<file path="src/source/pid_pkg.sv">
package pid_pkg;

	////////////////////////////////////////////////////////////////////////////
	// loop dimensions
	////////////////////////////////////////////////////////////////////////////
	localparam int N_CH     = 2;	// pid channels, channel i feeds dac channel i
	localparam int W_SAMPLE = 18;	// converted adc word
	localparam int W_EP     = 16;	// config port word
	localparam int W_COMP   = 64;	// pid sum and integral
	localparam int W_MLT    = 10;	// opp multiplier, signed
	localparam int W_DAC    = 16;	// dac code
	localparam int W_PROD   = W_COMP + W_MLT;	// pid sum times multiplier, full width

	// datapath words
	typedef logic signed [W_SAMPLE-1:0] sample_t;
	typedef logic signed [W_EP-1:0]     coef_t;	// setpoint and gains
	typedef logic signed [W_COMP-1:0]   comp_t;
	typedef logic        [W_DAC-1:0]    dac_code_t;	// straight binary dac code

	// config register map
	typedef enum logic [3:0] {
		CFG_SETPOINT    = 4'd0,
		CFG_P_COEF      = 4'd1,
		CFG_I_COEF      = 4'd2,
		CFG_D_COEF      = 4'd3,
		CFG_MULTIPLIER  = 4'd4,
		CFG_RIGHT_SHIFT = 4'd5,
		CFG_OUT_MIN     = 4'd6,
		CFG_OUT_MAX     = 4'd7,
		CFG_OUT_INIT    = 4'd8,
		CFG_LOCK_EN     = 4'd9,	// one bit per channel
		CFG_CLEAR       = 4'd10	// immediate, no update needed
	} cfg_addr_e;

endpackage

</file>
<file path="src/source/pid_cfg_if.sv">
`timescale 1ns/1ps

interface pid_cfg_if import pid_pkg::*; ();

	// pid core settings
	coef_t setpoint;
	coef_t p_coef;
	coef_t i_coef;
	coef_t d_coef;
	logic [N_CH-1:0] clear;	// one cycle pulse per channel

	// output preprocessor settings
	logic signed [W_MLT-1:0] multiplier;
	logic [W_EP-1:0] right_shift;
	dac_code_t out_min;
	dac_code_t out_max;
	dac_code_t out_init;
	logic [N_CH-1:0] lock_en;	// level per channel

	modport ctrl (output setpoint, p_coef, i_coef, d_coef, clear,
		multiplier, right_shift, out_min, out_max, out_init, lock_en);
	modport core (input setpoint, p_coef, i_coef, d_coef, clear);
	modport opp (input multiplier, right_shift, out_min, out_max, out_init, lock_en);

endinterface

</file>
<file path="src/source/pid_control.sv">
`timescale 1ns/1ps

module pid_control import pid_pkg::*; (
	input  logic            clk50,
	input  logic            reset,
	input  logic            cfg_wr,	// one cycle write strobe
	input  cfg_addr_e       cfg_addr,
	input  logic [W_EP-1:0] cfg_data,
	input  logic            cfg_update,	// global commit, like module_update
	pid_cfg_if.ctrl         cfg
);

	// shadow copies, written by the register port
	coef_t setpoint_sh;
	coef_t p_coef_sh;
	coef_t i_coef_sh;
	coef_t d_coef_sh;
	logic signed [W_MLT-1:0] multiplier_sh;
	logic [W_EP-1:0] right_shift_sh;
	dac_code_t out_min_sh;
	dac_code_t out_max_sh;
	dac_code_t out_init_sh;
	logic [N_CH-1:0] lock_en_sh;

	always_ff @(posedge clk50) begin
		if (reset) begin
			setpoint_sh    <= '0;
			p_coef_sh      <= '0;
			i_coef_sh      <= '0;
			d_coef_sh      <= '0;
			multiplier_sh  <= '0;
			right_shift_sh <= '0;
			out_min_sh     <= '0;
			out_max_sh     <= '0;
			out_init_sh    <= '0;
			lock_en_sh     <= '0;
		end else if (cfg_wr) begin
			case (cfg_addr)
				CFG_SETPOINT:    setpoint_sh    <= cfg_data;
				CFG_P_COEF:      p_coef_sh      <= cfg_data;
				CFG_I_COEF:      i_coef_sh      <= cfg_data;
				CFG_D_COEF:      d_coef_sh      <= cfg_data;
				CFG_MULTIPLIER:  multiplier_sh  <= cfg_data[W_MLT-1:0];	// low bits, signed
				CFG_RIGHT_SHIFT: right_shift_sh <= cfg_data;
				CFG_OUT_MIN:     out_min_sh     <= cfg_data;
				CFG_OUT_MAX:     out_max_sh     <= cfg_data;
				CFG_OUT_INIT:    out_init_sh    <= cfg_data;
				CFG_LOCK_EN:     lock_en_sh     <= cfg_data[N_CH-1:0];
				default: ;	// clear handled below, rest unmapped
			endcase
		end
	end

	////////////////////////////////////////////////////////////////////////////
	// active copies, all committed on the same edge
	////////////////////////////////////////////////////////////////////////////
	always_ff @(posedge clk50) begin
		if (reset) begin
			cfg.setpoint    <= '0;
			cfg.p_coef      <= '0;
			cfg.i_coef      <= '0;
			cfg.d_coef      <= '0;
			cfg.multiplier  <= '0;
			cfg.right_shift <= '0;
			cfg.out_min     <= '0;
			cfg.out_max     <= '0;
			cfg.out_init    <= '0;
			cfg.lock_en     <= '0;
		end else if (cfg_update) begin
			cfg.setpoint    <= setpoint_sh;
			cfg.p_coef      <= p_coef_sh;
			cfg.i_coef      <= i_coef_sh;
			cfg.d_coef      <= d_coef_sh;
			cfg.multiplier  <= multiplier_sh;
			cfg.right_shift <= right_shift_sh;
			cfg.out_min     <= out_min_sh;
			cfg.out_max     <= out_max_sh;
			cfg.out_init    <= out_init_sh;
			cfg.lock_en     <= lock_en_sh;
		end
	end

	// clear write -> single pulse per set bit
	always_ff @(posedge clk50) begin
		if (reset)
			cfg.clear <= '0;
		else if (cfg_wr && cfg_addr == CFG_CLEAR)
			cfg.clear <= cfg_data[N_CH-1:0];
		else
			cfg.clear <= '0;
	end

endmodule

</file>
<file path="src/flat_wrapper.sv">
// flat-port wrapper written by rule: the top's interface ports become plain ports
module pid_control_flat import pid_pkg::*;
  (clk50, reset, cfg_wr, cfg_addr, cfg_data, cfg_update, cfg_setpoint, cfg_p_coef, cfg_i_coef, cfg_d_coef, cfg_clear, cfg_multiplier, cfg_right_shift, cfg_out_min, cfg_out_max, cfg_out_init, cfg_lock_en);
  pid_cfg_if cfg_i ();
  input  logic clk50;
  input  logic reset;
  input  logic cfg_wr;
  input  cfg_addr_e cfg_addr;
  input  logic [W_EP-1:0] cfg_data;
  input  logic cfg_update;
  output wire logic [$bits(cfg_i.setpoint)-1:0] cfg_setpoint;
  output wire logic [$bits(cfg_i.p_coef)-1:0] cfg_p_coef;
  output wire logic [$bits(cfg_i.i_coef)-1:0] cfg_i_coef;
  output wire logic [$bits(cfg_i.d_coef)-1:0] cfg_d_coef;
  output wire logic [$bits(cfg_i.clear)-1:0] cfg_clear;
  output wire logic [$bits(cfg_i.multiplier)-1:0] cfg_multiplier;
  output wire logic [$bits(cfg_i.right_shift)-1:0] cfg_right_shift;
  output wire logic [$bits(cfg_i.out_min)-1:0] cfg_out_min;
  output wire logic [$bits(cfg_i.out_max)-1:0] cfg_out_max;
  output wire logic [$bits(cfg_i.out_init)-1:0] cfg_out_init;
  output wire logic [$bits(cfg_i.lock_en)-1:0] cfg_lock_en;
  assign cfg_setpoint = cfg_i.setpoint;
  assign cfg_p_coef = cfg_i.p_coef;
  assign cfg_i_coef = cfg_i.i_coef;
  assign cfg_d_coef = cfg_i.d_coef;
  assign cfg_clear = cfg_i.clear;
  assign cfg_multiplier = cfg_i.multiplier;
  assign cfg_right_shift = cfg_i.right_shift;
  assign cfg_out_min = cfg_i.out_min;
  assign cfg_out_max = cfg_i.out_max;
  assign cfg_out_init = cfg_i.out_init;
  assign cfg_lock_en = cfg_i.lock_en;
  pid_control u_core (.clk50(clk50), .reset(reset), .cfg_wr(cfg_wr), .cfg_addr(cfg_addr), .cfg_data(cfg_data), .cfg_update(cfg_update), .cfg(cfg_i));
endmodule
</file>
<file path="config.mk">
export PLATFORM = sky130hd
export DESIGN_NAME = pid_control_flat
export DESIGN_NICKNAME = d
export VERILOG_FILES = /design/src/source/pid_pkg.sv /design/src/source/pid_cfg_if.sv /design/src/source/pid_control.sv /design/src/flat_wrapper.sv
export SDC_FILE = /design/constraint.sdc
export NUM_CORES = 1
export LEC_CHECK = 0
export BUFFER_PORTS_ARGS = -buffer_cell sky130_fd_sc_hd__buf_2
export CAP_MARGIN = 30
export CORE_AREA = 10 10 150 152
export DETAILED_ROUTE_END_ITERATION = 7
export DIE_AREA = 0 0 160 162
export PLACE_DENSITY = 0.77
export SETUP_SLACK_MARGIN = 0.1
export SLEW_MARGIN = 25
export SYNTH_ARGS = -nofsm -noshare
export SYNTH_HDL_FRONTEND = slang
export SYNTH_SLANG_ARGS = --single-unit
</file>
<file path="constraint.sdc">
create_clock -name clk50 -period 1.9 [get_ports clk50]
set_input_delay 0.095 -clock clk50 [delete_from_list [all_inputs] [get_ports clk50]]
set_output_delay 0.095 -clock clk50 [all_outputs]
set_load 0.005 [all_outputs]
</file>
-- After elaboration in Yosys (flattened, before gate mapping)
Index checks and enable logic that the tools add are counted.
- word-level logic and storage cells: 45
- bits of input ports: 24
- flip-flop bits (word level): 282
- output and inout bits: 142
- equal/unequal tests: 10
- reduce and logical (&&, ||, !) cells: 13
- bitwise logic cells: 1
- operators by type and width (kind ; count):
    $reduce_and A2 Y1 ; 10
    $eq A4 B3 Y1 const B ; 4
    $eq A4 B4 Y1 const B ; 3
    $eq A4 B2 Y1 const B ; 2
    $eq A4 B1 Y1 const B ; 1
    $logic_not A4 Y1 ; 1
    $reduce_or A2 Y1 ; 1
    $logic_and A1 B1 Y1 ; 1
    $not A1 Y1 ; 1

-- Longest topological paths before layout
Gate-level depths: netlist of the first run.
- word-level depth: 4
- gate-level depth with buffers: 6
- depth with buffers taken out: 3

-- Worst setup path after synthesis of the first run
No wires, ideal clock.
- kind: in2reg
- from: input port cfg_addr[3]
- to: register u_core.i_coef_sh[6]
- stages: 5
- slack: 662 ps
- data required time: 1770 ps
- arrival: 1108 ps
- setup time: 130 ps
- buffers on the path: 3
- path through: buf_6 > or4_4 > buf_6 > buf_6 > mux2i_1
- cells in the longest elaborated chain, start to end: 2
- RTL lines (item ; RTL line ; source):
    start, declared ; flat_wrapper.sv:8 ; input cfg_addr_e cfg_addr;
    $eq A4 B2 Y1 ; pid_control.sv:38 ; case (cfg_addr)
    $reduce_and A2 Y1 (no source line) ; -- ;
    end signal, assigned ; pid_control.sv:41 ; CFG_I_COEF: i_coef_sh <= cfg_data;
    end, declared ; pid_control.sv:16 ; coef_t i_coef_sh;
No other way between the ends.
A chain may end at the register's enable or synchronous reset.

-- Worst setup path in the final report of the first run
- from: input port cfg_addr[3]
- to: register u_core.d_coef_sh[12]
- cells in the longest elaborated chain, start to end: 2
- RTL lines (item ; RTL line ; source):
    $eq A4 B2 Y1 ; pid_control.sv:38 ;
    $reduce_and A2 Y1 (no source line) ; -- ;
    end signal, assigned ; pid_control.sv:42 ; CFG_D_COEF: d_coef_sh <= cfg_data;
    end, declared ; pid_control.sv:17 ; coef_t d_coef_sh;
No other way between the ends.

==> summary.md, run 1 <==
| Metric | Value |
|---|---|
| Status | `finished, final reports clean` |
| Die H | `162 um` |
| Post-synthesis cell type count | `27` |
| Max-slew violations | `0` |
| GRT busiest layer | `met2` |
| Synth Area in Simple Gates | `15.9%` |
| CTS Buf Count | `29` |
| Fin cells | `1,417` |
| Per-cell routed wire length | `18.4 um` |
| RD Place Congestion | `0.768` |
| Cell count after synthesis | `978` |
| CTS max path bufs | `3` |
| Maximum capacitance violations | `0` |
| Synth Area in Adders | `0%` |
| Final nets | `1,152` |
| Via/cell ratio | `4.97` |
| Vias in the first global route | `7,122` |
| Depth of the CTS H-tree | `1` |
| Multiplexer share of the synthesized area | `25.1%` |
| Reg-to-Reg End | `u_core.out_max_sh[4]$_SDFFE_PP0P_` |
| Via count | `7,041` |
| Detailed Route Iter0 Violations | `409` |
| Largest family of logic cells by synthesized area | `multiplexers` |
| Post-synthesis xor/xnor area fraction | `0%` |
| Lkg Pwr | `6.30 nW` |
| Crit Path Category | `primary input to flop` |
| Clock sink count | `282` |
| Inst Count DP | `1,354` |
| Fin crit period | `1.46 ns` |
| Fill cells | `1,588` |
| Worst-Skew Late Latency | `0.54 ns` |
| Max-Slew Margin vs Limit | `55.3%` |
| Row cnt | `51` |
| Slew @ Worst Pin | `0.670 ns` |
| PostCTS Resize Cnt | `0` |
| Initial Utilization | `54.2%` |
| Final clock skew | `0.0147 ns` |
| Initial antenna violation count | `4` |
| Worst Path Arrival | `1.85 ns` |
| Post-Route Setup TNS | `0 ns` |
| R2r worst-path depth | `3` |
| Global routing usage on met3 | `5.46%` |
| Hpwl dp | `16,700 um` |
| Hold Path Sink | `u_core.out_max_sh[10]$_SDFFE_PP0P_` |
| Commonest non-fill, non-tap cell in the layout | `dfxtp_1` |
| DIE AREA | `25,900 um^2` |
| Largest net degree at the start of global routing | `59` |
| CP Capture Type | `flop` |
| Synthesized area | `10,500 um^2` |
| Min-delay src | `cfg_wr` |
| Fin crit share | `76.9%` |
| Met1 usage | `25.3%` |
| Core ar. | `19,400 um^2` |
| Crit path required time | `2.29 ns` |
| Post-Route WL | `26,100 um` |
| Synthesized Nets | `1,002` |
| Startpoint class of the critical path | `primary input` |
| Buffers on Ports | `165` |
| Die extent in x | `160 um` |
| Drt pass-1 iters | `5` |
| Area grow syn2layout | `20.2%` |
| Met2 usage in global routing | `31.7%` |
| YS warnings | `0` |
| Fmax | `684 MHz` |
| Reg2Reg Launch Point | `u_core.out_max_sh[4]$_SDFFE_PP0P_` |
| First-pass GRT wire length | `41,000 um` |
| Setup violation total in the final timing report | `0` |
| Pwr/cell area | `991 nW/um^2` |
| Post-synthesis compound-gate area fraction | `1.52%` |
| Post-route DRC | `0` |
| Post-synthesis sequential area ratio | `53.7%` |
| Syn avg cell area | `10.8 um^2` |
| #FFs+latches synth | `282` |
| Unrepaired setup endpoints after global routing | `no` |
| R2R setup slack | `1.12 ns` |
| Total track usage | `19.5%` |
| GRT Residual Overflow | `0` |
| Io pins | `166` |
| Root buffer cell | `clkbuf_16` |
| Worst hold path cell count | `4` |
| Crit Path Max Fanout | `18` |
| Layout cells sized above 1 | `21.6%` |
| Most frequent cells in the layout | `dfxtp_1 (282), mux2i_1 (264), buf_2 (163)` |
| Clock transition at the registers of the reported paths | `0.06 ns` |
| Post-route ant nets | `0` |
| Worst vdd ir | `0.753 mV` |
| Final Hold Viols | `0` |
| Hold Path Class | `primary input to flop` |
| CTS tree | `built` |
[cells in the mapped netlist, drive strengths merged]
cell,number,area share [%]
or2,1,0.060
nor2b,18,1.1
and4bb,1,0.12
nor3b,1,0.071
or3,1,0.060
and2,2,0.12
clkbuf,44,1.6
mux2i,264,25
nand2,2,0.095
buf,38,2.2
nor2,142,5.1
nand3,5,0.45
o21ai,32,1.5
nor3,1,0.048
nand2b,142,8.5
nand3b,1,0.071
or4,1,0.11
dfxtp,282,54
[cell type report]
type | instances | area [um^2] | share of cell area (%)
well taps | 265 | 332 | 2.62
diodes | 4 | 10.0 | 0.0792
clock buffers | 42 | 855 | 6.76
flip-flops and latches | 282 | 5650 | 44.7
clock inverters | 9 | 155 | 1.23
multi-input cells | 614 | 4480 | 35.4
repair buffers | 201 | 1170 | 9.26
[metal layers]
layer  share of wire (%)  vias to the layer above
li1                    -                     3532
met1                  46                     3325
met2                  46                      159
met3                 6.7                       25
met4                 1.3                        0
met5                   0                        -
[cell families (layout without fill, tap and decap cells)]
logic type | count (synthesis) | in the layout
AO/OA/AOI/OAI | 32 | 32
buffers and inverters | 82 | 252
multiplexers | 264 | 264
other | 0 | 4
AND/OR/NAND/NOR | 318 | 318
flip-flops | 282 | 282
[timing repair]
item                      4_1_cts  5_1_grt
hold buffers                    8        0
hold endpoints to repair       22        0
setup buffers                   0        0
[where the power goes]
group	leakage [nW]	internal [mW]	switching, mW
clock	0.500	3.65	2.28
sequential	2.27	5.97	0.0307
combinational	3.53	0.241	0.358
total	6.30	9.86	2.67
[worst max path at each step]
stage                start                                end  slack, ns  depth (start not counted)
6_report       cfg_addr[3]  u_core.d_coef_sh[12]$_SDFFE_PP0P_       0.44                          6
5_1_grt        cfg_addr[3]  u_core.d_coef_sh[12]$_SDFFE_PP0P_       0.39                          6
4_1_cts        cfg_addr[3]  u_core.d_coef_sh[12]$_SDFFE_PP0P_       0.47                          6
3_5_place_dp   cfg_addr[3]  u_core.d_coef_sh[12]$_SDFFE_PP0P_       0.50                          5
3_3_place_gp   cfg_addr[3]  u_core.d_coef_sh[12]$_SDFFE_PP0P_       0.51                          5
2_1_floorplan  cfg_addr[3]   u_core.i_coef_sh[6]$_SDFFE_PP0P_       0.66                          5
[per-stage QoR]
stage / util [%] / setup WS [ns] / cell area [um^2] / total power [mW] / hold WS, ns
after floorplan: - / 0.662 / 10500 / 6.52 / 0.217
after global placement: 59.5 / 0.513 / 11500 / 6.71 / 0.346
after detailed placement: 59.5 / 0.499 / 11500 / 6.71 / 0.345
after CTS: 65.1 / 0.475 / 12600 / 12.6 / 0.00238
after global routing: 65.2 / 0.387 / 12600 / 12.9 / 0.0412
final: 65.2 / 0.439 / 12600 / 12.5 / 0.0317
[critical path, cell delays in order]
cell and delay (ns):
dlygate4sd3_1 0.57, buf_2 0.19, nand2b_4 0.23, or3_1 0.37, buf_4 0.24, mux2i_1 0.15
Power figures use the tool's default switching activity.
==> run 2, diff against run 1 <==
Settings changed: ABC_AREA from default to 1, CORE_AREA 10 10 150 152 to 10 10 155 157, DIE_AREA 0 0 160 162 to 0 0 165 167, PLACE_DENSITY 0.77 to 0.74.
Clock period 1.9 ns to 1.3 ns, I/O delays scaled along.
==> run 2 against run 1 <==
Net effect: clock power up 41%; utilization down 4.5 points; via count up 31%; final area about the same; combinational power rose to 2.5 times the previous value; hold slack better by 0.010 ns; largest cell class unchanged.
==> summary.md, run 2 <==
| Metric | Value |
|---|---|
| Crit path required time | `1.78 ns (-0.51 ns)` |
| Most frequent cells in the layout | `nor2_1 (501), dfxtp_1 (282), nand2_1 (252)` |
| Syn avg cell area | `7.33 um^2 (-32%)` |
| Final nets | `1,581 (+37%)` |
| Core ar. | `20,800 um^2 (+7.3%)` |
| Crit Path Max Fanout | `3 (-15)` |
| Fill cells | `1,932 (+22%)` |
| RD Place Congestion | `0.808 (+5.1%)` |
| Hold Path Class | `primary input to flop` |
| Post-Route WL | `28,100 um (+7.8%)` |
| Io pins | `166 (unchanged)` |
| Status | `finished, final reports clean` |
| Startpoint class of the critical path | `primary input` |
| Post-route DRC | `0 (unchanged)` |
| Worst vdd ir | `0.845 mV (+12%)` |
| GRT Residual Overflow | `0 (unchanged)` |
| Synthesized area | `10,300 um^2 (-2.5%)` |
| Total track usage | `19.5% (-0.075 points)` |
| Buffers on Ports | `165 (unchanged)` |
| Final Hold Viols | `0 (unchanged)` |
| Post-CTS setup buffers | `0 (unchanged)` |
| Cell count after synthesis | `1,399 (+43%)` |
| Via count | `9,243 (+31%)` |
| #FFs+latches synth | `282 (unchanged)` |
| Post-synthesis cell type count | `20 (-26%)` |
| Layout cells sized above 1 | `16.0% (-5.6 points)` |
| Area grow syn2layout | `23.2%` |
| Synthesized Nets | `1,423 (+42%)` |
| Unrepaired setup endpoints after global routing | `yes` |
| Top cells by count, synth | `nor2_1 (501), dfxtp_1 (282), nand2_1 (252)` |
| YS warnings | `0 (unchanged)` |
| Area of the multi-input gates | `4000 um^2 (-11%)` |
| Post-synth EDFFs | `0 (unchanged)` |
| Initial Utilization | `49.2% (-5.0 points)` |
| Most common cell in the synthesized netlist | `nor2_1` |
| Detailed Route Iter0 Violations | `871 (+110%)` |
| Final setup margin | `0.142 ns (-0.297 ns)` |
| Max-Slew Margin vs Limit | `61.9% (+6.5 points)` |
| Yosys top cell by area | `dfxtp_1` |
| CTS tree | `built` |
| Final clock skew | `0.00818 ns (-0.00656 ns)` |
| Lkg Pwr | `5.91 nW (-6.2%)` |
| CTS Buf Count | `29 (unchanged)` |
| Area contributors post-synth | `dfxtp_1 (55%), nor2_1 (18%), nand2_1 (9.2%)` |
| Max-slew violations | `0 (unchanged)` |
| Post-route ant nets | `0 (unchanged)` |
| Hpwl dp | `18,100 um (+8.2%)` |
| Clock sink count | `282 (unchanged)` |
| # diodes | `0 (-4)` |
| Per-cell routed wire length | `15.2 um (-18%)` |
| Setup WS pre-CTS | `0.174 ns (-0.325 ns)` |
| Fin crit period | `1.16 ns` |
| First-pass GRT wire length | `44,100 um (+7.6%)` |
| Via/cell ratio | `4.99 (+0.39%)` |
| Root buffer cell | `clkbuf_16` |
| Row cnt | `53 (+3.9%)` |
| Commonest non-fill, non-tap cell in the layout | `nor2_1` |
| Vias in the first global route | `8,491 (+19%)` |
| Drt pass-1 iters | `5 (unchanged)` |
| Fmax | `863 MHz` |
| DIE AREA | `27,600 um^2 (+6.3%)` |
| Initial antenna violation count | `0 (-4)` |
| Largest net degree at the start of global routing | `87 (+47%)` |
| Pwr/cell area | `1500 nW/um^2 (+52%)` |
| Die H | `167 um (+3.1%)` |
| Dominant synthesized flop cell | `dfxtp_1` |
| Crit Path Category | `primary input to flop` |
| Depth of the CTS H-tree | `1 (unchanged)` |
| Setup violation total in the final timing report | `0 (unchanged)` |
| Area share of the largest cell type after synthesis | `55.1% (+1.4 points)` |
| Fin crit share | `89.1%` |
| Ys async rst share | `0% (unchanged)` |
| Post-synthesis sequential area ratio | `55.1% (+1.4 points)` |
| Slew @ Worst Pin | `0.571 ns (-0.0986 ns)` |
| Worst Path Arrival | `1.64 ns (-0.21 ns)` |
| CTS max path bufs | `3 (unchanged)` |
| Post-Route Setup TNS | `0 ns (unchanged)` |
| Seq. cell area | `5650 um^2 (unchanged)` |
| Worst-Skew Late Latency | `0.54 ns (about the same)` |
| Die extent in x | `165 um (+3.1%)` |
| Maximum capacitance violations | `0 (unchanged)` |
| Clock transition at the registers of the reported paths | `0.06 ns (about the same)` |
| CP Capture Type | `flop` |
## run 2: critical path, cell delays in order
cell	delay, ns
dlygate4sd3_1	0.58
buf_2	0.18
nor4_1	0.24
dlygate4sd3_1	0.57
## run 2: where the power goes
part	switching [mW]	internal [mW]	total (mW)	leakage, nW
clock network	3.35	5.02	8.36	0.485
registers	0.159	8.96	9.12	2.30
logic	0.953	0.553	1.51	3.12
## run 2: cell type report
cell class / count / share of cell area [%]
sequential: 282 / 44.7
multi-input combinational: 971 / 31.7
timing repair buffer: 218 / 11.5
clock buffer: 40 / 6.55
tap: 275 / 2.72
inverter: 55 / 1.68
clock inverter: 12 / 1.13
## run 2: cell families (layout without fill, tap and decap cells)
logic type      Yosys count  after routing  synth area share [%]
simple gates            799            799                  30.6
compound gates          172            172                  8.39
flops                   282            282                  55.1
buf+inv                 146            325                  5.92
## run 2: worst paths after layout
check                           slack [ns]                                     from  cells past startpoint                                 endpoint
worst max-delay path                  0.14                                    reset                      4           u_core.cfg.clear[0]$_SDFF_PP0_
worst min-delay path                  0.04                              cfg_addr[3]                      5        u_core.lock_en_sh[1]$_SDFFE_PP0P_
worst max register to register        0.60  u_core.cfg.right_shift[15]$_SDFFE_PP0P_                      2  u_core.cfg.right_shift[15]$_SDFFE_PP0P_
worst min register to register        0.45        u_core.d_coef_sh[14]$_SDFFE_PP0P_                      2       u_core.cfg.d_coef[14]$_SDFFE_PP0P_
## run 2: through the flow
step	hold slack [ns]	utilization (%)	cells	area (um^2)	total power, mW
floorplan	0.144	-	1399	10300	10.1
global placement	0.328	54.8	1777	11400	10.7
detailed placement	0.335	54.8	1777	11400	10.8
CTS	0.0142	60.6	1853	12600	19.1
global route	0.0743	60.7	1853	12600	19.7
finish	0.0420	60.7	1853	12600	19.0
## run 2: routing by layer
layer	part of all wire [%]	vias to the layer above	global-route usage [%]
met5	0	-	0
met1	43	4286	25.9
met2	47	261	31.3
met3	8.4	31	4.61
li1	-	4665	-
met4	1.6	0	4.20
## run 2: repair_timing
action	in CTS	in global routing
hold endpoints to repair	49	0
setup endpoints to repair	0	11
gates resized for setup	0	1
hold buffers	24	0
